--- config.mk ---
export PLATFORM = sky130hd
export DESIGN_NAME = audio_mixer
export DESIGN_NICKNAME = d
export VERILOG_FILES = /design/src/source/sms_pkg.sv /design/src/source/audio_mixer.sv
export SDC_FILE = /design/constraint.sdc
export NUM_CORES = 1
export LEC_CHECK = 0
export ABC_AREA = 0
export BUFFER_PORTS_ARGS = -buffer_cell sky130_fd_sc_hd__buf_2
export CAP_MARGIN = 15
export CORE_MARGIN = 3
export CORE_UTILIZATION = 25
export CTS_CLUSTER_SIZE = 12
export DETAILED_ROUTE_END_ITERATION = 6
export SLEW_MARGIN = 10
export SYNTH_ARGS = -nofsm -noshare
export SYNTH_HDL_FRONTEND = slang
export SYNTH_SLANG_ARGS = --single-unit
--- constraint.sdc ---
create_clock -name clk_sys -period 2.85 [get_ports clk_sys]
set_input_delay 0.285 -clock clk_sys [delete_from_list [all_inputs] [get_ports clk_sys]]
set_output_delay 0.285 -clock clk_sys [all_outputs]
set_load 0.1 [all_outputs]
--- src/source/sms_pkg.sv ---
`default_nettype none

package sms_pkg;

	// ============================================================
	// Host SD buffer and battery RAM
	// ============================================================

	typedef logic [7:0] data_t;

	// Byte offset inside one 512-byte sector
	typedef logic [8:0] byte_addr_t;

	// 16 sectors of 512 bytes make the 8 KiB save image
	localparam int SECTOR_BITS_DEFAULT = 4;

	typedef logic [SECTOR_BITS_DEFAULT+$bits(byte_addr_t)-1:0] nvram_addr_t;

	typedef logic [31:0] lba_t;

	typedef enum logic {
		BK_IDLE,
		BK_TRANSFER
	} backup_state_e;

	// ============================================================
	// Audio
	// ============================================================

	typedef logic signed [9:0]  opll_sample_t;
	typedef logic signed [15:0] psg_sample_t;
	typedef logic signed [16:0] mix_sample_t;

	// One DAC frame carries 9 melody and 9 rhythm slots
	localparam int OPLL_SLOTS_DEFAULT = 18;

endpackage

`default_nettype wire

--- src/source/audio_mixer.sv ---
`timescale 1ns/1ps
`default_nettype none

module audio_mixer #(
	parameter int OPLL_SLOTS = sms_pkg::OPLL_SLOTS_DEFAULT
) (
	input  logic                  clk_sys,
	input  logic                  reset_i,
	input  logic                  opll_dac_clk_i,
	input  sms_pkg::opll_sample_t opll_mo_i,
	input  sms_pkg::opll_sample_t opll_ro_i,
	input  sms_pkg::psg_sample_t  psg_i,
	output sms_pkg::mix_sample_t  mix_o,
	output logic                  mix_valid_o
);

	localparam int CNT_BITS = $clog2(OPLL_SLOTS + 1);
	// Room for OPLL_SLOTS full-scale slot values
	localparam int SUM_BITS = $bits(sms_pkg::opll_sample_t) + CNT_BITS;

	typedef logic signed [SUM_BITS-1:0] sum_t;

	logic [CNT_BITS-1:0] slot_cnt;
	sum_t                mo_sum;
	sum_t                ro_sum;
	logic                dac_clk_d;
	logic                frame_end;

	logic dac_rise;
	logic dac_fall;
	logic frame_full;

	assign dac_rise   = opll_dac_clk_i & ~dac_clk_d;
	assign dac_fall   = ~opll_dac_clk_i & dac_clk_d;
	assign frame_full = (slot_cnt == CNT_BITS'(OPLL_SLOTS));

	// ============================================================
	// Slot accumulation
	// ============================================================

	always_ff @(posedge clk_sys) begin
		if (reset_i) begin
			slot_cnt    <= '0;
			mo_sum      <= '0;
			ro_sum      <= '0;
			dac_clk_d   <= 1'b0;
			frame_end   <= 1'b0;
			mix_valid_o <= 1'b0;
		end else begin
			dac_clk_d   <= opll_dac_clk_i;
			frame_end   <= 1'b0;
			mix_valid_o <= frame_end;

			if (dac_rise) begin
				slot_cnt <= slot_cnt + 1'b1;
				mo_sum   <= mo_sum + sum_t'(opll_mo_i);
				ro_sum   <= ro_sum + sum_t'(opll_ro_i);
			end

			// Frame closes on the falling strobe after the last slot
			if (dac_fall && frame_full) begin
				slot_cnt  <= '0;
				mo_sum    <= '0;
				ro_sum    <= '0;
				frame_end <= 1'b1;
			end
		end
	end

	// Mixed sample, held until the next frame
	always_ff @(posedge clk_sys) begin
		if (dac_fall && frame_full) begin
			mix_o <= sms_pkg::mix_sample_t'(mo_sum) + sms_pkg::mix_sample_t'(ro_sum)
				+ sms_pkg::mix_sample_t'(psg_i);
		end
	end

endmodule

`default_nettype wire

* Word level (Yosys, flattened, before mapping) *
Index checks and enable logic that the tools add are counted.

storage, ports and cells
  flip-flop bits (word level) = 55
  input bits = 39
  output and inout bits = 18
  logic and storage cells = 20

operators by class
  $add $sub $neg = 5
  equal/unequal tests = 1
  multiplexer cells = 1
  bitwise gates (word level) = 4
  reduce and logical (&&, ||, !) cells = 2

operators by type and width
  kind                                                           number
  15-bit by 10-bit adder with 15-bit output                      2
  16-bit by 16-bit adder with 17-bit output                      1
  15-bit by 15-bit adder with 16-bit output                      1
  5-bit by 1-bit adder with 5-bit output, second input constant  1
  5-bit equality test, second input constant                     1
  1-bit bitwise AND                                              2
  1-bit inverter                                                 2
  2-bit OR reduction                                             1
  1-bit logical AND                                              1
  1-bit two-way mux                                              1

* Logic depth before layout (Yosys ltp) *
Gate-level depths: netlist of the first run.

  word-level depth = 4
  mapped depth = 13
  gate-level depth less buffers = 13

* Worst setup path after synthesis of the first run *
Ideal clock, no wire load.

  kind = register -> register
  start point = register mo_sum[1]
  end point = register mix_o[15], data pin
  setup time = 0.258 ns
  arrival = 2.374 ns
  required time = 2.592 ns
  path slack = 0.219 ns
  stages on the path, launching flop included = 12
  buffers on the path = 0
  clock period less this slack = 2.631 ns
  cell sequence = dfxtp_1 fa_1 ha_1 inv_1 fa_1 nor2b_1 o31a_1 o21ai_1 a21oi_1 a41o_1 nand2_1 xnor2_1

between the ends
  word-level cells in the longest chain between the ends = 2

RTL lines
  what                                       line               source
  start: declaration                         audio_mixer.sv:24  sum_t mo_sum;
  start signal: assignment                   audio_mixer.sv:56  mo_sum <= mo_sum + sum_t'(opll_mo_i);
  15-bit by 15-bit adder with 16-bit output  audio_mixer.sv:73  mix_o <= sms_pkg::mix_sample_t'(mo_sum) + sms_pkg::mix_sample_t'(ro_sum)
  16-bit by 16-bit adder with 17-bit output  audio_mixer.sv:74  + sms_pkg::mix_sample_t'(psg_i);
  end signal: assignment                     audio_mixer.sv:73
  end: declaration                           audio_mixer.sv:13  output sms_pkg::mix_sample_t mix_o,

No other way between the ends.
A chain may end at the register's enable or synchronous reset.

* Worst setup path in the final report of the first run *
  start point = register ro_sum[4]
  end point = register mix_o[16], data pin

between the ends
  word-level cells in the longest chain between the ends = 2

RTL lines
  what                                       line               source
  start: declaration                         audio_mixer.sv:25  sum_t ro_sum;
  start signal: assignment                   audio_mixer.sv:57  ro_sum <= ro_sum + sum_t'(opll_ro_i);
  15-bit by 15-bit adder with 16-bit output  audio_mixer.sv:73
  16-bit by 16-bit adder with 17-bit output  audio_mixer.sv:74

No other way between the ends.

==> impl_results.md, run 1 <==
* Max Clock Freq at 0.3768 GHz
* GR peak layer: met2
* Critical path required time at 2890 ps
* H-Tree Depth at 2
* Number of port buffers at 56
* EDFF count, synth at 17
* Leakage Power at 2.172 nW
* Largest net degree at the start of global routing at 25
* Crit. End Element: register
* Tmin final at 2654 ps
* Total power at 0.002695 W
* Clock Path Buffers at 2
* XOR/XNOR Fraction of Synth Area at 7.447%
* Number of cell rows at 46
* GPL Wtd Cong at 0.8627
* CTS Buf Count at 5
* Status: finished, final reports clean
* Total wire length at 9816 um
* Layout area overhead at 17.55%
* Max Cap Viol at 0
* Worst-path clk slew at 70 ps
* Hold WS at 253.1 ps
* Rel. slew slack at 60.66%
* IO Pins at 57
* Post-CTS Hold Buffers at 0
* CTS root buf: clkbuf_16
* Die Area at 18530 sq um
* Wire per inst at 13.21 um
* Yosys top cell by area: dfxtp_1
* Grt total ovfl at 0
* Slew Limit Fails at 0
* Initial Utilization at 26.09%
* Synth Instances at 466
* Detailed-route vias per instance at 4.676
* Clock net sink count at 55
* Setup violations, final at 0
* 1st-pass router iterations at 4
* Post-synthesis simple-gate area fraction at 16.40%
* Vias in the first global route at 3324
* CP Class: reg2reg
* Setup TNS at 0 ps
* Floorplan die height at 136.1 um
* Unrepaired setup endpoints after global routing: no
* Crit share post-route at 93.11%
* Post-layout util at 30.67%
* Min-delay worst type: in2reg
* Core Region at 16230 sq um
* FF+latch count, synth at 55
* Worst reg2reg path startpoint: ro_sum[4]
* Worst IR drop on VDD at 0.2981 mV
* First-pass GRT wire length at 16000 um
* Complex-gate fraction of the synthesized area at 21.01%
* Initial antenna violation count at 1
* Syn avg cell area at 9.086 sq um
* Mux share of post-synthesis cell area at 0%
* Post-synth ARST share at 0%
* Mapped Nets at 569
* Sequential fraction of the synthesis area at 30.02%
* Met1 Use GR at 13.79%
* Starting DRC count in detailed routing at 123
* Min-delay src: opll_dac_clk_i
* M3 GR Usage at 2.221%
* Top post-synthesis cells by area: dfxtp_1 (18%), ha_1 (13%), edfxtp_1 (12%)
* Mapped cell area at 4234 sq um
* Routing usage on met2 at 18.02%
* Count of final hold-check violations at 0
* Synth cell count leaders: a21oi_1 (55), nand2_1 (55), ha_1 (45)
* Pre-CTS setup slack at -43.95 ps
* CTS tree: yes
* Share of layout cells above drive strength 1 at 17.65%
* Main combinational cell family by area after synthesis: adder cells
* Nets@finish at 629
* Primary FF master, synth: dfxtp_1
* GRT Overall Usage at 10.72%
* CP Launch Point: ro_sum[4]
* Die width at 136.1 um
* Worst Path Arrival at 2690 ps
* Final worst slack at 196.4 ps
* Clock skew at 9.350 ps
* Adder-cell area share of the yosys netlist at 22.28%
* Post-synth top area share at 17.97%
* DRC Markers at 0
* Skew-Pair Late Insertion Delay at 290 ps
* Post-detail-place hpwl at 8028 um
* CP Max Fanout at 5
* Antenna cells at 0
* Synth warn at 0
* DRT antenna net count at 0
* Worst Max-Slew Pin Slew at 587.5 ps
* DR vias at 3474
* PwrDens at 541.4 nW/um^2
* Synth unique cells at 57
* Worst setup SP type: register
* Number of fill cells at 1702
## cells by family after synthesis
group / Yosys count
AND/OR/NAND/NOR: 144
AO/OA/AOI/OAI: 140
adder cells (fa/ha/maj): 64
flip-flops: 55
XOR/XNOR: 36
buffers and inverters: 27
## power by group
part / leakage (nW) / internal, W / switching, W
sequential: 0.466 / 0.000895 / 0.0000611
clock: 0.0763 / 0.000381 / 0.000276
combinational: 1.63 / 0.000501 / 0.000581
total: 2.17 / 0.00178 / 0.000917
## path summary, 6_finish.rpt
path	endpoint	slack (ps)	depth (start not counted)
setup reg to reg	mix_o[16]	200	9
hold / removal	dac_clk_d	250	2
hold reg to reg	mix_valid_o	440	1
setup / recovery	mix_o[16]	200	9
## stage by stage
stage / instances / cell area, sq um
CTS: 743 / 4960
detailed placement: 735 / 4802
finish: 743 / 4977
global route: 743 / 4977
floorplan: 466 / 4234
global placement: 735 / 4802
## worst max-delay path, stage by stage, from the launching register on
cell     delay [ps]
dfxtp_1         430
fa_1            450
ha_1            380
a21oi_1         160
nor2b_1          70
a31oi_2         210
a21oi_1         180
a31o_1          260
a31oi_1         200
xnor2_1          80
## per-layer routing
layer	share of wire, %	routed length, um
met1	47	4607
met2	47	4596
met3	4.5	441
met4	1.6	158
met5	0.13	13
## registers in the layout, indices dropped and copies added, names as in the netlist
signal	cells
dac_clk_d	1
frame_end	1
mix_o	17
mix_valid_o	1
mo_sum	15
ro_sum	15
slot_cnt	5
## cell usage in the layout (no fill, tap or decap), drive strengths merged, types with 9 or more instances in the layout
cell	count
xnor2	22
inv	12
dfxtp	38
xor2	14
o21ai	24
a21o	15
ha	45
edfxtp	17
fa	19
a21oi	57
nand2	55
nand3	14
nor2	25
buf	68
nor2b	9
## area by class of cell
type,instances,area [sq um],share of cell area (%)
multi-input combinational,384,2860,57.47
sequential,55,1274,25.59
timing repair buffer,68,370.4,7.441
tap,216,270.3,5.430
clock buffer,8,157.7,3.167
inverter,12,45.04,0.9050
## repair_timing
action,CTS,global route
gates resized for setup,0,6
setup buffers,0,0
endpoints found under the setup margin,0,6
No activity file was read; power rests on OpenSTA's default activity.
==> inputs of run 2 (changes only) <==
--- a/config.mk
+++ b/config.mk
@@ -12,6 +12,7 @@
 export CORE_UTILIZATION = 25
 export CTS_CLUSTER_SIZE = 12
 export DETAILED_ROUTE_END_ITERATION = 6
+export REMOVE_ABC_BUFFERS = 1
 export SLEW_MARGIN = 10
 export SYNTH_ARGS = -nofsm -noshare
 export SYNTH_HDL_FRONTEND = slang
==> impl_results.md, run 2 (same netlist as run 1, synthesis figures left out) <==
* Status: finished, final reports clean
* Number of port buffers at 56 (unchanged)
* Worst setup SP type: register
* DR vias at 3450 (-0.69%)
* Core Region at 16230 sq um (unchanged)
* Count of final hold-check violations at 0 (unchanged)
* Hold WS at 268.4 ps (+15.36 ps)
* PwrDens at 533.1 nW/um^2 (-1.5%)
* Clock Path Buffers at 2 (unchanged)
* Crit path cell chain: inv_1, fa_1, inv_2, ha_2, inv_1, fa_2, nor2b_2, o31a_1, buf_4, o211ai_1, a21oi_1, o21a_1, nor2_1, xnor2_1
* Worst path slowest cell: fa_1
* Worst-path clk slew at 80 ps (about the same)
* NetSw at 0.0009368 W (+2.1%)
* Critical path required time at 2900 ps (about the same)
* Register name with the most flops: mix_o
* Share of layout cells above drive strength 1 at 18.80% (+1.1 points)
* DRT antenna net count at 0 (unchanged)
* Leakage Power at 2.181 nW (+0.42%)
* Number of cell rows at 46 (unchanged)
* CP Max Fanout at 3 (-2)
* Worst Path Buf+Inv at 4 (+4)
* Tmin final at 2664 ps (+10.66 ps)
* Largest stage delay, worst path at 410 ps (-40 ps)
* Clock net sink count at 55 (unchanged)
* Most common cell after layout, fill and taps aside: buf_2
* CP delay by family, top: adder cells
* Min-delay worst type: in2reg
* Largest net degree at the start of global routing at 24 (-4.0%)
* Crit. End Element: register
* GPL Wtd Cong at 0.8639 (+0.14%)
* Number of fill cells at 1733 (+1.8%)
* Die width at 136.1 um (unchanged)
* CTS tree: yes
* Initial antenna violation count at 1 (unchanged)
* Total power at 0.002667 W (-1.0%)
* DRC Markers at 0 (unchanged)
* Skew-Pair Late Insertion Delay at 300 ps (about the same)
* Die Area at 18530 sq um (unchanged)
* Most frequent cells in the layout: buf_2 (56), nand2_1 (55), a21oi_1 (53)
* Layout area overhead at 18.17%
* Max reg flops at 17 (unchanged)
* Detailed-route vias per instance at 4.606 (-1.5%)
* Post-layout util at 30.83% (+0.16 points)
* Worst Max-Slew Pin Slew at 500.4 ps (-87.07 ps)
* First-pass GRT wire length at 16910 um (+5.7%)
* Sequential power share at 35.8% (+0.3 points)
* Combinational Power Share at 40.7% (+0.6 points)
* Wire per inst at 13.52 um (+2.3%)
* Internal Power at 0.001731 W (-2.6%)
* Setup TNS at 0 ps (unchanged)
* Slew Limit Fails at 0 (unchanged)
* Vias in the first global route at 3506 (+5.5%)
* Floorplan die height at 136.1 um (unchanged)
* Max Cap Viol at 0 (unchanged)
* Crit share post-route at 93.48% (+0.37 points)
* Top cell by count, worst path: inv_1
* 1st-pass router iterations at 4 (unchanged)
* Worst Path Arrival at 2720 ps (+30 ps)
* Design area at 5004 sq um (+0.53%)
* Rel. slew slack at 66.87% (+6.2 points)
* IO Pins at 57 (unchanged)
* Area post-placement at 4832 sq um (+0.63%)
* Top flop regs: mix_o: 17 flops, mo_sum: 15 flops, ro_sum: 15 flops
* Initial Utilization at 26.09% (unchanged)
* Nets@finish at 634 (+0.79%)
* H-Tree Depth at 2 (unchanged)
* Post-detail-place hpwl at 8139 um (+1.4%)
* Switching part of the total at 35.12% (+1.1 points)
* CTS Buf Count at 5 (unchanged)
* CTS root buf: clkbuf_16
* Worst IR drop on VDD at 0.2653 mV (-11%)
* Clock skew at 11.64 ps (+2.292 ps)
* Clock share of power at 23.5% (-0.9 points)
* Post-CTS Hold Buffers at 0 (unchanged)
* Total wire length at 10120 um (+3.1%)
* Setup violations, final at 0 (unchanged)
* CP Class: reg2reg
* GRT Overall Usage at 11.46% (+0.73 points)
* Unrepaired setup endpoints after global routing: no
* Max Clock Freq at 0.3753 GHz (-0.40%)
* Starting DRC count in detailed routing at 194 (+58%)
* Grt total ovfl at 0 (unchanged)
[run 2: cell count changes in the layout (fill, tap and decap cells not counted), sizes merged]
cell      change
buf           +5
clkbuf        -2
clkinvlp      +1
diode         +1
inv           +1
[run 2: through the flow]
stage / instances / worst slack (ps)
finish: 749 / 185.7
global route: 748 / 7.847
CTS: 747 / 85.77
detailed placement: 739 / 37.67
global placement: 739 / 58.95
floorplan: 451 / 219.0
[run 2: what timing repair did]
item,CTS,global route
setup buffers,0,1
setup endpoints to repair,0,6
gates resized for setup,0,7
[run 2: power groups by stage]
stage                     logic [W]  registers [W]  clock network [W]
after detailed placement    0.00108       0.000974                  0
after global placement      0.00107       0.000972                  0
after CTS                   0.00108       0.000955           0.000658
final                       0.00108       0.000955           0.000627
after floorplan            0.000826       0.000954                  0
after global routing        0.00125       0.000964           0.000687
[run 2: path summary, 6_finish.rpt]
check / start / end / slack [ps] / depth (start not counted)
worst max-delay path: mo_sum[0] / mix_o[13] / 190 / 14
worst min-delay path: opll_dac_clk_i / dac_clk_d / 270 / 2
worst max register to register: mo_sum[0] / mix_o[13] / 190 / 14
worst min register to register: frame_end / mix_valid_o / 460 / 1
[run 2: final cells by class]
cell class	count	area (sq um)	share of cell area, %
Multi-Input combinational cell	384	2860	57.16
Sequential cell	55	1272	25.43
Timing Repair Buffer	73	407.9	8.152
Tap cell	216	270.3	5.401
Clock buffer	6	128.9	2.576
Inverter	12	45.04	0.9002
Clock inverter	2	16.27	0.3251
Antenna cell	1	2.502	0.05001
[run 2: routing by layer]
metal  global-route usage (%)  part of all wire [%]
met5                        0                 0.069
met1                    14.81                    47
met4                    2.016                  0.73
met3                    2.591                   6.1
met2                    19.79                    46
