File: config.mk
export PLATFORM = sky130hd
export DESIGN_NAME = backup_sequencer_flat
export DESIGN_NICKNAME = d
export VERILOG_FILES = /design/src/source/sms_pkg.sv /design/src/source/host_buffer_if.sv /design/src/source/backup_sequencer.sv /design/src/flat_wrapper.sv
export SDC_FILE = /design/constraint.sdc
export NUM_CORES = 1
export LEC_CHECK = 0
export ABC_AREA = 1
export BUFFER_PORTS_ARGS = -buffer_cell sky130_fd_sc_hd__buf_2
export CAP_MARGIN = 20
export CORE_MARGIN = 10
export CORE_UTILIZATION = 39
export DETAILED_ROUTE_END_ITERATION = 8
export PLACE_DENSITY = 0.86
export SYNTH_ARGS = -nofsm -noshare
export SYNTH_HDL_FRONTEND = slang
export SYNTH_SLANG_ARGS = --single-unit
File: constraint.sdc
create_clock -name clk_sys -period 1.42 [get_ports clk_sys]
set_input_delay 0.071 -clock clk_sys [delete_from_list [all_inputs] [get_ports clk_sys]]
set_output_delay 0.071 -clock clk_sys [all_outputs]
set_load 0.01 [all_outputs]
File: src/source/sms_pkg.sv
`default_nettype none

package sms_pkg;

	// ============================================================
	// Host SD buffer and battery RAM
	// ============================================================

	typedef logic [7:0] data_t;

	// Byte offset inside one 512-byte sector
	typedef logic [8:0] byte_addr_t;

	// 16 sectors of 512 bytes make the 8 KiB save image
	localparam int SECTOR_BITS_DEFAULT = 4;

	typedef logic [SECTOR_BITS_DEFAULT+$bits(byte_addr_t)-1:0] nvram_addr_t;

	typedef logic [31:0] lba_t;

	typedef enum logic {
		BK_IDLE,
		BK_TRANSFER
	} backup_state_e;

	// ============================================================
	// Audio
	// ============================================================

	typedef logic signed [9:0]  opll_sample_t;
	typedef logic signed [15:0] psg_sample_t;
	typedef logic signed [16:0] mix_sample_t;

	// One DAC frame carries 9 melody and 9 rhythm slots
	localparam int OPLL_SLOTS_DEFAULT = 18;

endpackage

`default_nettype wire

File: src/source/host_buffer_if.sv
`timescale 1ns/1ps
`default_nettype none

interface host_buffer_if #(
	parameter int SECTOR_BITS = sms_pkg::SECTOR_BITS_DEFAULT
);

	// High while the host streams one sector
	logic                   ack;
	sms_pkg::byte_addr_t    buff_addr;
	// Host to RAM
	sms_pkg::data_t         buff_dout;
	logic                   buff_wr;
	// RAM to host
	sms_pkg::data_t         buff_din;
	// Sector being transferred, upper part of the RAM address
	logic [SECTOR_BITS-1:0] sector;

	modport seq (
		input  ack,
		output sector
	);

	modport ram (
		input  ack,
		input  buff_addr,
		input  buff_dout,
		input  buff_wr,
		input  sector,
		output buff_din
	);

endinterface

`default_nettype wire

File: src/source/backup_sequencer.sv
`timescale 1ns/1ps
`default_nettype none

module backup_sequencer #(
	parameter int SECTOR_BITS = sms_pkg::SECTOR_BITS_DEFAULT
) (
	input  logic              clk_sys,
	input  logic              reset_i,
	input  logic              img_mounted_i,
	input  sms_pkg::lba_t     img_size_i,
	input  logic              save_req_i,
	input  logic              download_i,
	input  logic              user_reset_i,
	input  logic              sd_ack_i,
	output sms_pkg::lba_t     sd_lba_o,
	output logic              sd_rd_o,
	output logic              sd_wr_o,
	output logic              core_reset_o,
	host_buffer_if.seq        buf_if
);

	localparam int LBA_PAD = $bits(sms_pkg::lba_t) - SECTOR_BITS;

	sms_pkg::backup_state_e state;
	logic [SECTOR_BITS-1:0] sector;

	logic mount_d;
	logic save_d;
	logic download_d;
	logic ack_d;

	logic bk_ena;
	logic start_load;
	logic start_save;
	logic dir_load;
	logic reload_done;

	logic mount_rise;
	logic save_rise;
	logic download_rise;
	logic ack_rise;
	logic ack_fall;
	logic image_valid;

	// ============================================================
	// Edge detection
	// ============================================================

	assign mount_rise    = img_mounted_i & ~mount_d;
	assign save_rise     = save_req_i & ~save_d;
	assign download_rise = download_i & ~download_d;
	assign ack_rise      = sd_ack_i & ~ack_d;
	assign ack_fall      = ~sd_ack_i & ack_d;

	// An empty image leaves backup off
	assign image_valid = (img_size_i != '0);

	// Sector index doubles as the low LBA bits
	assign sd_lba_o      = {{LBA_PAD{1'b0}}, sector};
	assign buf_if.sector = sector;

	// ============================================================
	// Sequencer
	// ============================================================

	always_ff @(posedge clk_sys) begin
		if (reset_i) begin
			state        <= sms_pkg::BK_IDLE;
			sector       <= '0;
			mount_d      <= 1'b0;
			save_d       <= 1'b0;
			download_d   <= 1'b0;
			ack_d        <= 1'b0;
			bk_ena       <= 1'b0;
			start_load   <= 1'b0;
			start_save   <= 1'b0;
			dir_load     <= 1'b0;
			reload_done  <= 1'b0;
			sd_rd_o      <= 1'b0;
			sd_wr_o      <= 1'b0;
			core_reset_o <= 1'b0;
		end else begin
			mount_d    <= img_mounted_i;
			save_d     <= save_req_i;
			download_d <= download_i;
			// Previous ack level, taken from the buffer side
			ack_d      <= buf_if.ack;

			// Start requests act one cycle after the edge
			start_load <= mount_rise & image_valid;
			start_save <= save_rise;

			// A new ROM download invalidates the mounted save
			if (download_rise) begin
				bk_ena <= 1'b0;
			end
			if (mount_rise && image_valid) begin
				bk_ena <= 1'b1;
			end

			reload_done <= 1'b0;

			// Host took the request
			if (ack_rise) begin
				sd_rd_o <= 1'b0;
				sd_wr_o <= 1'b0;
			end

			case (state)
				sms_pkg::BK_IDLE: begin
					if (bk_ena && (start_load || start_save)) begin
						state    <= sms_pkg::BK_TRANSFER;
						sector   <= '0;
						dir_load <= start_load;
						sd_rd_o  <= start_load;
						sd_wr_o  <= ~start_load;
					end
				end
				sms_pkg::BK_TRANSFER: begin
					if (ack_fall) begin
						if (&sector) begin
							// Last sector done, restart the core after a load
							reload_done <= dir_load;
							state       <= sms_pkg::BK_IDLE;
						end else begin
							sector  <= sector + 1'b1;
							sd_rd_o <= dir_load;
							sd_wr_o <= ~dir_load;
						end
					end
				end
				default: begin
					state <= sms_pkg::BK_IDLE;
				end
			endcase

			core_reset_o <= user_reset_i | download_i | reload_done;
		end
	end

endmodule

`default_nettype wire

File: src/flat_wrapper.sv
// flat-port wrapper written by rule: the top's interface ports become plain ports
module backup_sequencer_flat 
#(
	parameter int SECTOR_BITS = sms_pkg::SECTOR_BITS_DEFAULT
)
  (clk_sys, reset_i, img_mounted_i, img_size_i, save_req_i, download_i, user_reset_i, sd_ack_i, sd_lba_o, sd_rd_o, sd_wr_o, core_reset_o, buf_if_ack, buf_if_sector);
  host_buffer_if #(.SECTOR_BITS(SECTOR_BITS)) buf_if_i ();
  input  logic clk_sys;
  input  logic reset_i;
  input  logic img_mounted_i;
  input  sms_pkg::lba_t img_size_i;
  input  logic save_req_i;
  input  logic download_i;
  input  logic user_reset_i;
  input  logic sd_ack_i;
  output sms_pkg::lba_t sd_lba_o;
  output logic sd_rd_o;
  output logic sd_wr_o;
  output logic core_reset_o;
  input wire logic [$bits(buf_if_i.ack)-1:0] buf_if_ack;
  output wire logic [$bits(buf_if_i.sector)-1:0] buf_if_sector;
  assign buf_if_i.ack = buf_if_ack;
  assign buf_if_sector = buf_if_i.sector;
  backup_sequencer #(.SECTOR_BITS(SECTOR_BITS)) u_core (.clk_sys(clk_sys), .reset_i(reset_i), .img_mounted_i(img_mounted_i), .img_size_i(img_size_i), .save_req_i(save_req_i), .download_i(download_i), .user_reset_i(user_reset_i), .sd_ack_i(sd_ack_i), .sd_lba_o(sd_lba_o), .sd_rd_o(sd_rd_o), .sd_wr_o(sd_wr_o), .core_reset_o(core_reset_o), .buf_if(buf_if_i));
endmodule
* Word level (Yosys, flattened, before mapping)
Index checks and enable logic that the tools add are counted. Widths: inputs -> output; s select.
Word-level totals: register bits after elaboration 17, input bits 40, output and inout bits 39, word-level logic and storage cells 65
Operators by class: $add $sub $neg 1, equality and inequality tests 3, multiplexer cells 20, bitwise gates (word level) 18, reduce and logical (&&, ||, !) cells 9
Operator list (number):
- $reduce_bool 32->1 | 1
- $mux 1 | 13
- $mux 4 | 3
- $not 1->1 | 10
- $pmux 4 s2 | 1
- $and 1x1->1 | 6
- $pmux 1 s2 | 3
- $add 4x1->4 const B | 1
- $ne 2x2->1 const B | 2
- $reduce_and 4->1 | 1
- $reduce_or 4->1 | 1
- $reduce_and 3->1 | 1
- $logic_and 1x1->1 | 2
- $ne 2x1->1 const B | 1
- $or 1x1->1 | 2
- $reduce_and 2->1 | 1
- $reduce_bool 2->1 | 1
- $logic_or 1x1->1 | 1

* Logic depth before layout (Yosys ltp)
Gate-level depths: netlist of the first run.
word-level depth 6, depth in mapped cells 7, gate-level depth less buffers 7

* Worst setup path after synthesis of the first run
OpenSTA, ideal clock, no wires.
kind flip-flop to flip-flop, start reg u_core.sector[0], in the netlist u_core.buf_if.sector[0], end reg u_core.sector[3], in the netlist u_core.buf_if.sector[3], data arrival time 1111 ps, data required time 1305 ps, slack 194 ps, stages on the path, launching flop included 7, period minus slack after synthesis 1226 ps, cell sequence dfxtp_1 ha_1 nand3_2 nand3_2 nand2_4 a21oi_1 nor2_1
On the way: word-level cells in the longest chain between the ends 4
RTL lines:
- from (decl) | RTL line backup_sequencer.sv:25 | logic [SECTOR_BITS-1:0] sector;
- from (signal assigned) | RTL line backup_sequencer.sv:126 | sector <= sector + 1'b1;
- $add 4x1->4 | RTL line backup_sequencer.sv:126
- $mux 4 | RTL line backup_sequencer.sv:121 | if (&sector) begin
- $mux 4 | RTL line backup_sequencer.sv:120 | if (ack_fall) begin
- $pmux 4 s2 | RTL line backup_sequencer.sv:109 | case (state)
Several ways; a longest one is shown, not always the timed one. The select of a mux whose other input is x is not followed. A chain may end at the register's enable or synchronous reset.

* Worst setup path in the final report of the first run
Ends and elaborated chain as after synthesis.

==> PnR_summary.wiki, run 1 <==
{| class="wikitable"
! Metric !! Value
|-
| Fraction of registers with async set/reset || 0%
|-
| Worst Path Max Fanout || 6
|-
| Sequential share of the synthesized area || 32.6%
|-
| Share of total power consumed by net switching || 27.7%
|-
| Routability-driven placement congestion ratio || 0.812
|-
| Final non-filler cell area || 1250 um^2
|-
| Post-synth top cells || 32 x sky130_fd_sc_hd__buf_4, 29 x sky130_fd_sc_hd__nor2_1, 19 x sky130_fd_sc_hd__nand2_1, 17 x sky130_fd_sc_hd__dfxtp_1, 12 x sky130_fd_sc_hd__inv_1
|-
| Placed Cells incl. Taps || 220
|-
| Worst path setup slack after routing || 126 ps
|-
| RSZ-0062 raised after global routing || false
|-
| First-pass GRT wire length || 4.14 mm
|-
| Initial standard-cell utilization of the core || 41.4%
|-
| Final slew viol count || 0
|-
| DRC violations left || 0
|-
| Area share of the largest cell type after synthesis || 32.6%
|-
| Number of cells on the worst reg-to-reg path || 6
|-
| Sort of element at the start of the critical path || register
|-
| Number of enable-type register cells in the synthesized netlist || 0
|-
| Clock-pin transition on the worst setup and hold timing paths || 100 ps
|-
| Diodes inserted || 0
|-
| Flops & latches, synth || 17
|-
| Power spent charging and discharging nets || 0.258 mW
|-
| Clock Path Buffers || 2
|-
| Reg-to-reg critical path endpoint || u_core.buf_if.sector[3]
|-
| Die boundary width || 71.7 um
|-
| Final hold viol count || 0
|-
| Number of antenna violations at the first check in global routing || 0
|-
| WL per Instance || 11.2 um
|-
| Pin count of the biggest net entering global routing || 13
|-
| Hold_buf cts || 4
|-
| Dpl ws || 154 ps
|-
| Cell-internal power || 0.673 mW
|-
| Maximum ir drop on the vdd rail || 400 uV
|-
| Most numerous cell in the Yosys netlist || sky130_fd_sc_hd__buf_4
|-
| Number of buffers created by CTS || 3
|-
| Count of buffers inserted at the top-level ports || 50
|-
| Post-Synthesis Mean Instance Area || 7.15 um^2
|-
| Total iterations of the first detailed-routing run || 4
|-
| Number of top-level pins || 79
|-
| Number of synthesis warnings || 0
|-
| Critical path origin || u_core.buf_if.sector[0]
|-
| Core area || 2520 um^2
|-
| Sequential cell fraction of total power || 54.5%
|-
| Die Y || 71.7 um
|-
| Time the worst path needs with I/O delays and setup || 1290 ps
|-
| Sum of net half-perimeters after detailed placement || 2.18 mm
|-
| Post-synthesis cell type with the largest combined area || sky130_fd_sc_hd__dfxtp_1
|-
| 1st-iter DRT viols || 25
|-
| Wire length on met1 || 1.02 mm
|-
| Worst Setup Path Type || reg2reg
|-
| Met3 wire length || 247 um
|-
| Global router's overall resource usage || 9.58%
|-
| Met2 layer wire length in the routed design || 1.25 mm
|-
| Filler Cells Inserted || 267
|-
| Upper clock frequency limit || 0.773 GHz
|-
| Period Utilization, post-route || 91.1%
|-
| Final core area utilization || 49.8%
|-
| Power density over cell area || 742 nW/um^2
|-
| Static leakage || 0.690 nW
|-
| Max-cap viol count || 0
|-
| Logic gate share of total power || 18.6%
|-
| Result of the run || finished clean
|-
| Number of clock sinks seen by CTS || 17
|-
| Ratio of routed vias to standard cells || 4.21
|-
| Minimum hold slack || 32.4 ps
|-
| Critical path required time || 1600 ps
|-
| Clock tree from TritonCTS || yes
|-
| Worst min-delay path category || in2reg
|-
| Placement row count || 18
|-
| Destination of the critical timing path || u_core.buf_if.sector[3]
|-
| Clock Skew || 7.55 ps
|-
| Number of global-route vias before repair || 1006
|-
| Overall overflow remaining after global route || 0
|-
| Signed area change from the synthesized netlist to the final layout || 20.3%
|-
| Setup bufs post-CTS || 0
|-
| Count of endpoints failing setup in the final report || 0
|-
| Cell count after synthesis || 146
|-
| Nature of the critical path endpoint || register
|-
| Setup TNS || 0 ps
|-
| Share of post-route cells with drive strength above 1 || 31.3%
|-
| Crit Reg-Reg Startpoint || u_core.buf_if.sector[0]
|-
| Post-synthesis instance area || 1040 um^2
|-
| Via count || 960
|-
| Clock Power Share || 26.9%
|-
| Worst-case register-to-register setup slack || 130 ps
|-
| Top sig layer || met4
|-
| Worst skew pair latency || 290 ps
|-
| Deepest level of the CTS H-tree || 1
|-
| Arrival @ worst endpoint || 1480 ps
|-
| Post-layout power || 0.931 mW
|-
| Number of nets with antenna violations after routing || 0
|-
| Top post-synthesis cells by area || sky130_fd_sc_hd__dfxtp_1 33%, sky130_fd_sc_hd__buf_4 23%, sky130_fd_sc_hd__nor2_1 10%
|-
| # resized after CTS || 0
|-
| Post-layout net count || 240
|-
| Most instantiated flip-flop cell in the synthesis netlist || sky130_fd_sc_hd__dfxtp_1
|-
| Root buffer cell || sky130_fd_sc_hd__clkbuf_4
|-
| Synth unique cells || 22
|-
| Total detailed-routing wirelength || 2.56 mm
|-
| Die Area || 5140 um^2
|-
| Cell Area, Placed || 1190 um^2
|-
| Final cell count without fillers || 228
|}
## how the worst min path moves through the flow
| stage | endpoint | cells past startpoint | start | slack, ps |
|---|---|---|---|---|
| floorplan | u_core.ack_d | 2 | buf_if_ack | 180 |
| global placement | u_core.ack_d | 3 | buf_if_ack | 270 |
| detailed placement | u_core.ack_d | 3 | buf_if_ack | 290 |
| CTS | u_core.core_reset_o | 3 | user_reset_i | 20 |
| global route | u_core.core_reset_o | 3 | user_reset_i | 20 |
| finish | u_core.core_reset_o | 3 | user_reset_i | 30 |
## registers in the layout, indices dropped and copies added (netlist names)
| signal | count |
|---|---|
| u_core.download_d | 1 |
| u_core.mount_d | 1 |
| u_core.sd_rd_o | 1 |
| u_core.start_load | 1 |
| u_core.save_d | 1 |
| u_core.start_save | 1 |
| u_core.core_reset_o | 1 |
| u_core.ack_d | 1 |
| u_core.reload_done | 1 |
| u_core.bk_ena | 1 |
| u_core.dir_load | 1 |
| u_core.sd_wr_o | 1 |
| u_core.buf_if.sector | 4 |
| u_core.state | 1 |
## cell families (layout without fill, tap and decap cells)
kind of cell	count (synthesis)	in the layout	share of synthesized area (%)
other	1	28	0.359
AOI/OAI and AO/OA	15	15	8.15
buffers and inverters	47	72	28.5
and+or+nand+nor	65	65	29.1
DFF	17	17	32.6
adders and majority gates	1	1	1.20
## layout by cell type (no fill, tap or decap), drive strengths merged, types with 2 or more instances in the layout
cell type and instances:
buf 50, nor2 30, conb 28, nand2 20
dfxtp 17, inv 14, nand3 9, a21oi 7
o21ai 5, dlygate4sd3 4, nor3 3, clkbuf 3
nand4 2
## critical path, cell delays in order (launching register included)
cell	delay, ps
sky130_fd_sc_hd__dfxtp_1	420
sky130_fd_sc_hd__ha_1	240
sky130_fd_sc_hd__nand3_2	140
sky130_fd_sc_hd__nand3_2	140
sky130_fd_sc_hd__nand2_4	80
sky130_fd_sc_hd__a21oi_1	120
sky130_fd_sc_hd__nor2_1	60
## final cells by class
cell class / count / area [um^2] / share of cell area, %
clock buffer: 3 / 22.5 / 1.79
clock inverter: 1 / 5.00 / 0.399
inverter: 14 / 52.6 / 4.19
multi-input combinational: 109 / 507 / 40.4
sequential: 17 / 340 / 27.1
tap: 30 / 37.5 / 2.99
timing repair buffer: 54 / 290 / 23.1
## power groups by stage
| stage | clock (mW) | sequential [mW] | combinational (mW) |
|---|---|---|---|
| floorplan | 0 | 0.519 | 0.150 |
| global placement | 0 | 0.518 | 0.158 |
| detailed placement | 0 | 0.518 | 0.161 |
| CTS | 0.271 | 0.507 | 0.170 |
| global route | 0.297 | 0.510 | 0.197 |
| finish | 0.250 | 0.507 | 0.174 |
## metal layers
| layer | up-vias | GRT usage (%) |
|---|---|---|
| met5 | - | 0 |
| met1 | 403 | 9.93 |
| met4 | 0 | 5.16 |
| li1 | 506 | - |
| met2 | 49 | 16.1 |
| met3 | 2 | 3.99 |
Note: power is estimated with default switching activity, not from simulation.
==> run 2: changes to the inputs <==
--- a/config.mk
+++ b/config.mk
@@ -11,6 +11,7 @@
 export CORE_MARGIN = 10
 export CORE_UTILIZATION = 39
 export DETAILED_ROUTE_END_ITERATION = 8
+export MAX_ROUTING_LAYER = met4
 export PLACE_DENSITY = 0.86
 export SYNTH_ARGS = -nofsm -noshare
 export SYNTH_HDL_FRONTEND = slang
==> run 2 against run 1 <==
- clock power is essentially flat
- global-route usage up 0.27 points
- register-to-register slack about the same
- critical path depth did not move
- non-clock buffer count unchanged
- critical endpoint unchanged
- highest routed layer unchanged
==> PnR_summary.wiki, run 2 (synthesized netlist as in run 1, its figures left out) <==
{| class="wikitable"
! Metric !! Value
|-
| Most common library cell in the layout ignoring fill and taps || sky130_fd_sc_hd__buf_2
|-
| Overall overflow remaining after global route || 0 (unchanged)
|-
| Number of top-level pins || 79 (unchanged)
|-
| Number of global-route vias before repair || 1006 (unchanged)
|-
| Max-cap viol count || 0 (unchanged)
|-
| Period Utilization, post-route || 91.2% (+0.11 points)
|-
| Final cell count without fillers || 228 (unchanged)
|-
| Final non-filler cell area || 1250 um^2 (unchanged)
|-
| Number of antenna violations at the first check in global routing || 0 (unchanged)
|-
| Nature of the critical path endpoint || register
|-
| Via count || 963 (+0.31%)
|-
| Clock Path Buffers || 2 (unchanged)
|-
| RSZ-0062 raised after global routing || false
|-
| Worst path setup slack after routing || 124 ps (-1.52 ps)
|-
| Initial standard-cell utilization of the core || 41.4% (unchanged)
|-
| Pin count of the biggest net entering global routing || 13 (unchanged)
|-
| Largest stage delay on the critical path || 420 ps (about the same)
|-
| Count of buffers inserted at the top-level ports || 50 (unchanged)
|-
| DRC violations left || 0 (unchanged)
|-
| Number of buffers created by CTS || 3 (unchanged)
|-
| Sort of element at the start of the critical path || register
|-
| 1st-iter DRT viols || 25 (unchanged)
|-
| Filler Cells Inserted || 267 (unchanged)
|-
| Placed Cells incl. Taps || 220 (unchanged)
|-
| Clock tree from TritonCTS || yes
|-
| Placement row count || 18 (unchanged)
|-
| Arrival @ worst endpoint || 1480 ps (about the same)
|-
| Number of nets with antenna violations after routing || 0 (unchanged)
|-
| Sum of buffers and inverters on the critical path || 0 (unchanged)
|-
| Post-layout net count || 240 (unchanged)
|-
| Die Y || 71.7 um (unchanged)
|-
| Number of clock sinks seen by CTS || 17 (unchanged)
|-
| Footprint of the multi-input gates || 507 um^2 (unchanged)
|-
| Setup TNS || 0 ps (unchanged)
|-
| Cell Area, Placed || 1190 um^2 (unchanged)
|-
| Root buffer cell || sky130_fd_sc_hd__clkbuf_4
|-
| Signed area change from the synthesized netlist to the final layout || 20.3% (unchanged)
|-
| Worst skew pair latency || 290 ps (about the same)
|-
| Final hold viol count || 0 (unchanged)
|-
| Global router's overall resource usage || 9.86% (+0.27 points)
|-
| Worst Setup Path Type || reg2reg
|-
| Biggest register || u_core.buf_if.sector
|-
| Clock-pin transition on the worst setup and hold timing paths || 100 ps (about the same)
|-
| Master of the slowest instance on the critical path || sky130_fd_sc_hd__dfxtp_1
|-
| Cell occurring most often along the worst timing path || sky130_fd_sc_hd__nand3_2
|-
| Die boundary width || 71.7 um (unchanged)
|-
| Gate family responsible for the most delay along the worst path || simple AND/OR/NAND/NOR gates
|-
| Final slew viol count || 0 (unchanged)
|-
| Upper clock frequency limit || 0.772 GHz (-0.12%)
|-
| Die Area || 5140 um^2 (unchanged)
|-
| WL per Instance || 11.2 um (+0.16%)
|-
| Ratio of routed vias to standard cells || 4.22 (+0.31%)
|-
| Static leakage || 0.690 nW (unchanged)
|-
| Worst path cell trace || ha_1 > nand3_2 > nand3_2 > nand2_4 > a21oi_1 > nor2_1
|-
| Count of endpoints failing setup in the final report || 0 (unchanged)
|-
| Setup bufs post-CTS || 0 (unchanged)
|-
| First-pass GRT wire length || 4.14 mm (unchanged)
|-
| Largest register FFs || 4 (unchanged)
|-
| Sequential standard cell area || 340 um^2 (unchanged)
|-
| Routability-driven placement congestion ratio || 0.824 (+1.5%)
|-
| Total detailed-routing wirelength || 2.56 mm (+0.16%)
|-
| Sum of net half-perimeters after detailed placement || 2.18 mm (unchanged)
|-
| Diodes inserted || 0 (unchanged)
|-
| Maximum ir drop on the vdd rail || 400 uV (about the same)
|-
| Total iterations of the first detailed-routing run || 4 (unchanged)
|-
| Worst Path Max Fanout || 6 (unchanged)
|-
| Time the worst path needs with I/O delays and setup || 1300 ps (+1.52 ps)
|-
| Dpl ws || 154 ps (unchanged)
|-
| Most frequent cells in the layout || 50 x sky130_fd_sc_hd__buf_2, 29 x sky130_fd_sc_hd__nor2_1, 28 x sky130_fd_sc_hd__conb_1, 19 x sky130_fd_sc_hd__nand2_1, 17 x sky130_fd_sc_hd__dfxtp_1
|-
| Critical path required time || 1600 ps (about the same)
|-
| Deepest level of the CTS H-tree || 1 (unchanged)
|-
| Share of post-route cells with drive strength above 1 || 31.3% (unchanged)
|-
| Core area || 2520 um^2 (unchanged)
|-
| Power density over cell area || 742 nW/um^2 (about the same)
|-
| Clock Skew || 7.55 ps (-0.000800 ps)
|-
| Worst min-delay path category || in2reg
|-
| Result of the run || finished clean
|}
run 2: cell counts in the layout (fill, tap and decap cells not counted):
Identical to the previous run, type by type.
run 2: what timing repair did:
action                     in CTS  in global routing
resized for setup               0                  0
hold endpoints to repair        5                  0
setup endpoints to repair       0                  0
hold buffers                    4                  0
run 2: worst paths after layout:
kind,start,end,slack (ps),cells past startpoint
setup / recovery,u_core.buf_if.sector[0],u_core.buf_if.sector[3],120,6
hold / removal,user_reset_i,u_core.core_reset_o,30,3
setup reg to reg,u_core.buf_if.sector[0],u_core.buf_if.sector[3],120,6
hold reg to reg,u_core.save_d,u_core.start_save,380,1
run 2: power breakdown:
group	internal (mW)	total, mW	switching (mW)
clock network	0.105	0.250	0.146
registers	0.495	0.507	0.0119
logic	0.0731	0.174	0.101
total	0.673	0.931	0.258
run 2: through the flow:
stage          power [mW]  util (%)  hold slack (ps)
3_5_place_dp        0.679      47.1              290
3_3_place_gp        0.676      47.1              274
2_1_floorplan       0.669         -              178
5_1_grt              1.00      49.8             24.0
4_1_cts             0.949      49.8             15.5
6_report            0.931      49.8             32.4
run 2: worst register-to-register path, cell delays in order, from the launching register on:
cell and delay, ps:
sky130_fd_sc_hd__dfxtp_1 420, sky130_fd_sc_hd__ha_1 240, sky130_fd_sc_hd__nand3_2 140, sky130_fd_sc_hd__nand3_2 140
sky130_fd_sc_hd__nand2_4 80, sky130_fd_sc_hd__a21oi_1 120, sky130_fd_sc_hd__nor2_1 60
run 2: routing by layer:
layer,part of all wire (%),vias up,global-route usage [%]
met5,0,-,-
met2,49,49,16.1
met3,7.1,2,2.89
li1,-,506,-
met1,42,406,10.6
met4,1.4,0,5.16
run 2: layout make-up:
type	count	area share, %
Sequential cell	17	27.1
Timing Repair Buffer	54	23.1
Tap cell	30	2.99
Multi-Input combinational cell	109	40.4
Clock inverter	1	0.399
Clock buffer	3	1.79
Inverter	14	4.19
==> run 3: changes to the inputs <==
--- a/config.mk
+++ b/config.mk
@@ -8,8 +8,10 @@
 export ABC_AREA = 1
 export BUFFER_PORTS_ARGS = -buffer_cell sky130_fd_sc_hd__buf_2
 export CAP_MARGIN = 20
+export CELL_PAD_IN_SITES_DETAIL_PLACEMENT = 1
+export CELL_PAD_IN_SITES_GLOBAL_PLACEMENT = 2
 export CORE_MARGIN = 10
-export CORE_UTILIZATION = 39
+export CORE_UTILIZATION = 19
 export DETAILED_ROUTE_END_ITERATION = 8
 export MAX_ROUTING_LAYER = met4
 export PLACE_DENSITY = 0.86
==> run 3 against run 2 <==
- routed wire length is 17% higher
- clock power is 42% higher
- total power up 11%
- first-iteration DRC count fell by 8.0%
- critical path type unchanged
- clock skew decreased by 4.3 ps
- largest power group unchanged
- sequential power is essentially flat
- global-route usage fell by 3.0 points
- cell area grew 3.0%
- combinational power fell by 4%
- via count down 1.8%
- clock-buffer cell count grew 1
==> PnR_summary.wiki, run 3 (synthesized netlist as in run 1, its figures left out) <==
{| class="wikitable"
! Metric !! Value
|-
| Result of the run || finished clean
|-
| Post-layout power || 1.03 mW (+11%)
|-
| Die Y || 94.1 um (+31%)
|-
| Post-layout net count || 237 (-1.3%)
|-
| Arrival @ worst endpoint || 1400 ps (-80 ps)
|-
| Total detailed-routing wirelength || 2.99 mm (+17%)
|-
| Pin count of the biggest net entering global routing || 13 (unchanged)
|-
| Maximum ir drop on the vdd rail || 291 uV (-27%)
|-
| Root buffer cell || sky130_fd_sc_hd__clkbuf_8
|-
| Nature of the critical path endpoint || register
|-
| Number of clock sinks seen by CTS || 17 (unchanged)
|-
| Worst Path Max Fanout || 6 (unchanged)
|-
| Worst min-delay path category || in2reg
|-
| Placement row count || 26 (+8)
|-
| Diodes inserted || 0 (unchanged)
|-
| Final hold viol count || 0 (unchanged)
|-
| Biggest register || u_core.buf_if.sector
|-
| Final slew viol count || 0 (unchanged)
|-
| Number of global-route vias before repair || 1095 (+8.8%)
|-
| Overall overflow remaining after global route || 0 (unchanged)
|-
| Cell-internal power || 0.761 mW (+13%)
|-
| DRC violations left || 0 (unchanged)
|-
| WL per Instance || 11.3 um (+0.28%)
|-
| Number of buffers created by CTS || 3 (unchanged)
|-
| Static leakage || 0.680 nW (-1.4%)
|-
| Number of top-level pins || 79 (unchanged)
|-
| Initial standard-cell utilization of the core || 20.0% (-21 points)
|-
| Power density over cell area || 798 nW/um^2 (+7.6%)
|-
| Worst skew pair latency || 250 ps (-40 ps)
|-
| Max-cap viol count || 0 (unchanged)
|-
| Clock Power Share || 34.5% (+7.6 points)
|-
| Sequential cell fraction of total power || 49.2% (-5.3 points)
|-
| Power spent charging and discharging nets || 0.270 mW (+4.8%)
|-
| Via count || 946 (-1.8%)
|-
| Count of buffers inserted at the top-level ports || 50 (unchanged)
|-
| Die boundary width || 94.1 um (+31%)
|-
| Setup bufs post-CTS || 0 (unchanged)
|-
| Sort of element at the start of the critical path || register
|-
| Routability-driven placement congestion ratio || 0.789 (-4.3%)
|-
| Share of post-route cells with drive strength above 1 || 32.3% (+0.99 points)
|-
| Dpl ws || 119 ps (-34.9 ps)
|-
| Die Area || 8860 um^2 (+72%)
|-
| Clock Path Buffers || 2 (unchanged)
|-
| Global router's overall resource usage || 6.88% (-3.0 points)
|-
| Clock Skew || 3.23 ps (-4.32 ps)
|-
| Time the worst path needs with I/O delays and setup || 1250 ps (-40.9 ps)
|-
| Share of total power consumed by net switching || 26.2% (-1.5 points)
|-
| Total iterations of the first detailed-routing run || 5 (+1)
|-
| Largest register FFs || 4 (unchanged)
|-
| Final core area utilization || 24.8% (-25 points)
|-
| Hold_buf cts || 0 (-4)
|-
| First-pass GRT wire length || 4.86 mm (+17%)
|-
| Deepest level of the CTS H-tree || 1 (unchanged)
|-
| Most frequent cells in the layout || 50 x sky130_fd_sc_hd__buf_2, 29 x sky130_fd_sc_hd__nor2_1, 28 x sky130_fd_sc_hd__conb_1, 19 x sky130_fd_sc_hd__nand2_1, 17 x sky130_fd_sc_hd__dfxtp_1
|-
| Worst Setup Path Type || reg2reg
|-
| Sum of net half-perimeters after detailed placement || 2.66 mm (+22%)
|-
| Logic gate share of total power || 16.2% (-2.5 points)
|-
| 1st-iter DRT viols || 23 (-8.0%)
|-
| Number of antenna violations at the first check in global routing || 0 (unchanged)
|-
| RSZ-0062 raised after global routing || false
|-
| Critical path required time || 1570 ps (-30 ps)
|-
| Count of endpoints failing setup in the final report || 0 (unchanged)
|-
| Setup TNS || 0 ps (unchanged)
|-
| Core area || 5200 um^2 (+110%)
|-
| Signed area change from the synthesized netlist to the final layout || 23.9%
|-
| Ratio of routed vias to standard cells || 3.57 (-15%)
|-
| Cell Area, Placed || 1240 um^2 (+4.8%)
|-
| Clock tree from TritonCTS || yes
|-
| Number of nets with antenna violations after routing || 0 (unchanged)
|-
| Clock-pin transition on the worst setup and hold timing paths || 60 ps (-40 ps)
|-
| Final non-filler cell area || 1290 um^2 (+3.0%)
|-
| Worst path setup slack after routing || 165 ps (+40.9 ps)
|-
| Period Utilization, post-route || 88.4% (-2.9 points)
|-
| Most common library cell in the layout ignoring fill and taps || sky130_fd_sc_hd__buf_2
|-
| Upper clock frequency limit || 0.797 GHz (+3.3%)
|}
==> run 3: cell types whose count changed in the layout (fill, tap and decap cells not counted) <==
cell	change
sky130_fd_sc_hd__clkbuf_4	-3
sky130_fd_sc_hd__clkbuf_1	+1
sky130_fd_sc_hd__ha_1	-1
sky130_fd_sc_hd__dlygate4sd3_1	-4
sky130_fd_sc_hd__buf_4	+1
sky130_fd_sc_hd__clkbuf_8	+3
sky130_fd_sc_hd__clkinv_2	-1
sky130_fd_sc_hd__ha_2	+1
==> run 3: per-layer routing <==
layer | vias up | share of wire [%] | track usage (%) | wire (um)
li1 | 495 | - | - | -
met1 | 398 | 42 | 7.15 | 1270
met2 | 51 | 48 | 11.6 | 1440
met3 | 2 | 8.1 | 2.56 | 243
met4 | 0 | 1.2 | 2.66 | 36
met5 | - | 0 | - | 0
==> run 3: what timing repair did <==
item	4_1_cts	5_1_grt
gates resized for setup	0	1
endpoints found under the hold margin	0	0
endpoints found under the setup margin	0	1
==> run 3: worst max-delay path, cell delays in order, from the launching register on <==
cell	delay (ps)
sky130_fd_sc_hd__dfxtp_1	390
sky130_fd_sc_hd__ha_2	230
sky130_fd_sc_hd__nand3_2	130
sky130_fd_sc_hd__nand3_2	140
sky130_fd_sc_hd__nand2_4	80
sky130_fd_sc_hd__a21oi_1	130
sky130_fd_sc_hd__nor2_1	60
==> run 3: path summary, 6_finish.rpt <==
path                            slack (ps)                     from                      end  cells past startpoint
worst min-delay path                    30               buf_if_ack             u_core.ack_d                      3
worst max-delay path                   170  u_core.buf_if.sector[1]  u_core.buf_if.sector[3]                      6
worst max register to register         170  u_core.buf_if.sector[1]  u_core.buf_if.sector[3]                      6
worst min register to register         400            u_core.save_d        u_core.start_save                      1
==> run 3: power groups by stage <==
stage / combinational (mW) / clock (mW) / sequential, mW
6_report: 0.167 / 0.356 / 0.508
5_1_grt: 0.195 / 0.393 / 0.510
4_1_cts: 0.166 / 0.372 / 0.508
3_5_place_dp: 0.165 / 0 / 0.519
3_3_place_gp: 0.162 / 0 / 0.519
2_1_floorplan: 0.150 / 0 / 0.519
==> run 3: stage by stage <==
| stage | instances | hold WS (ps) |
|---|---|---|
| floorplan | 173 | 178 |
| global placement | 261 | 279 |
| detailed placement | 261 | 287 |
| CTS | 265 | 27.6 |
| global route | 265 | 52.5 |
| finish | 265 | 29.0 |
==> run 3: area by class of cell <==
type	instances	area (um^2)
Timing Repair Buffer	51	258
Sequential cell	17	340
Fill cell	702	3910
Clock buffer	4	45.0
Tap cell	70	87.6
Multi-Input combinational cell	109	509
Inverter	14	52.6
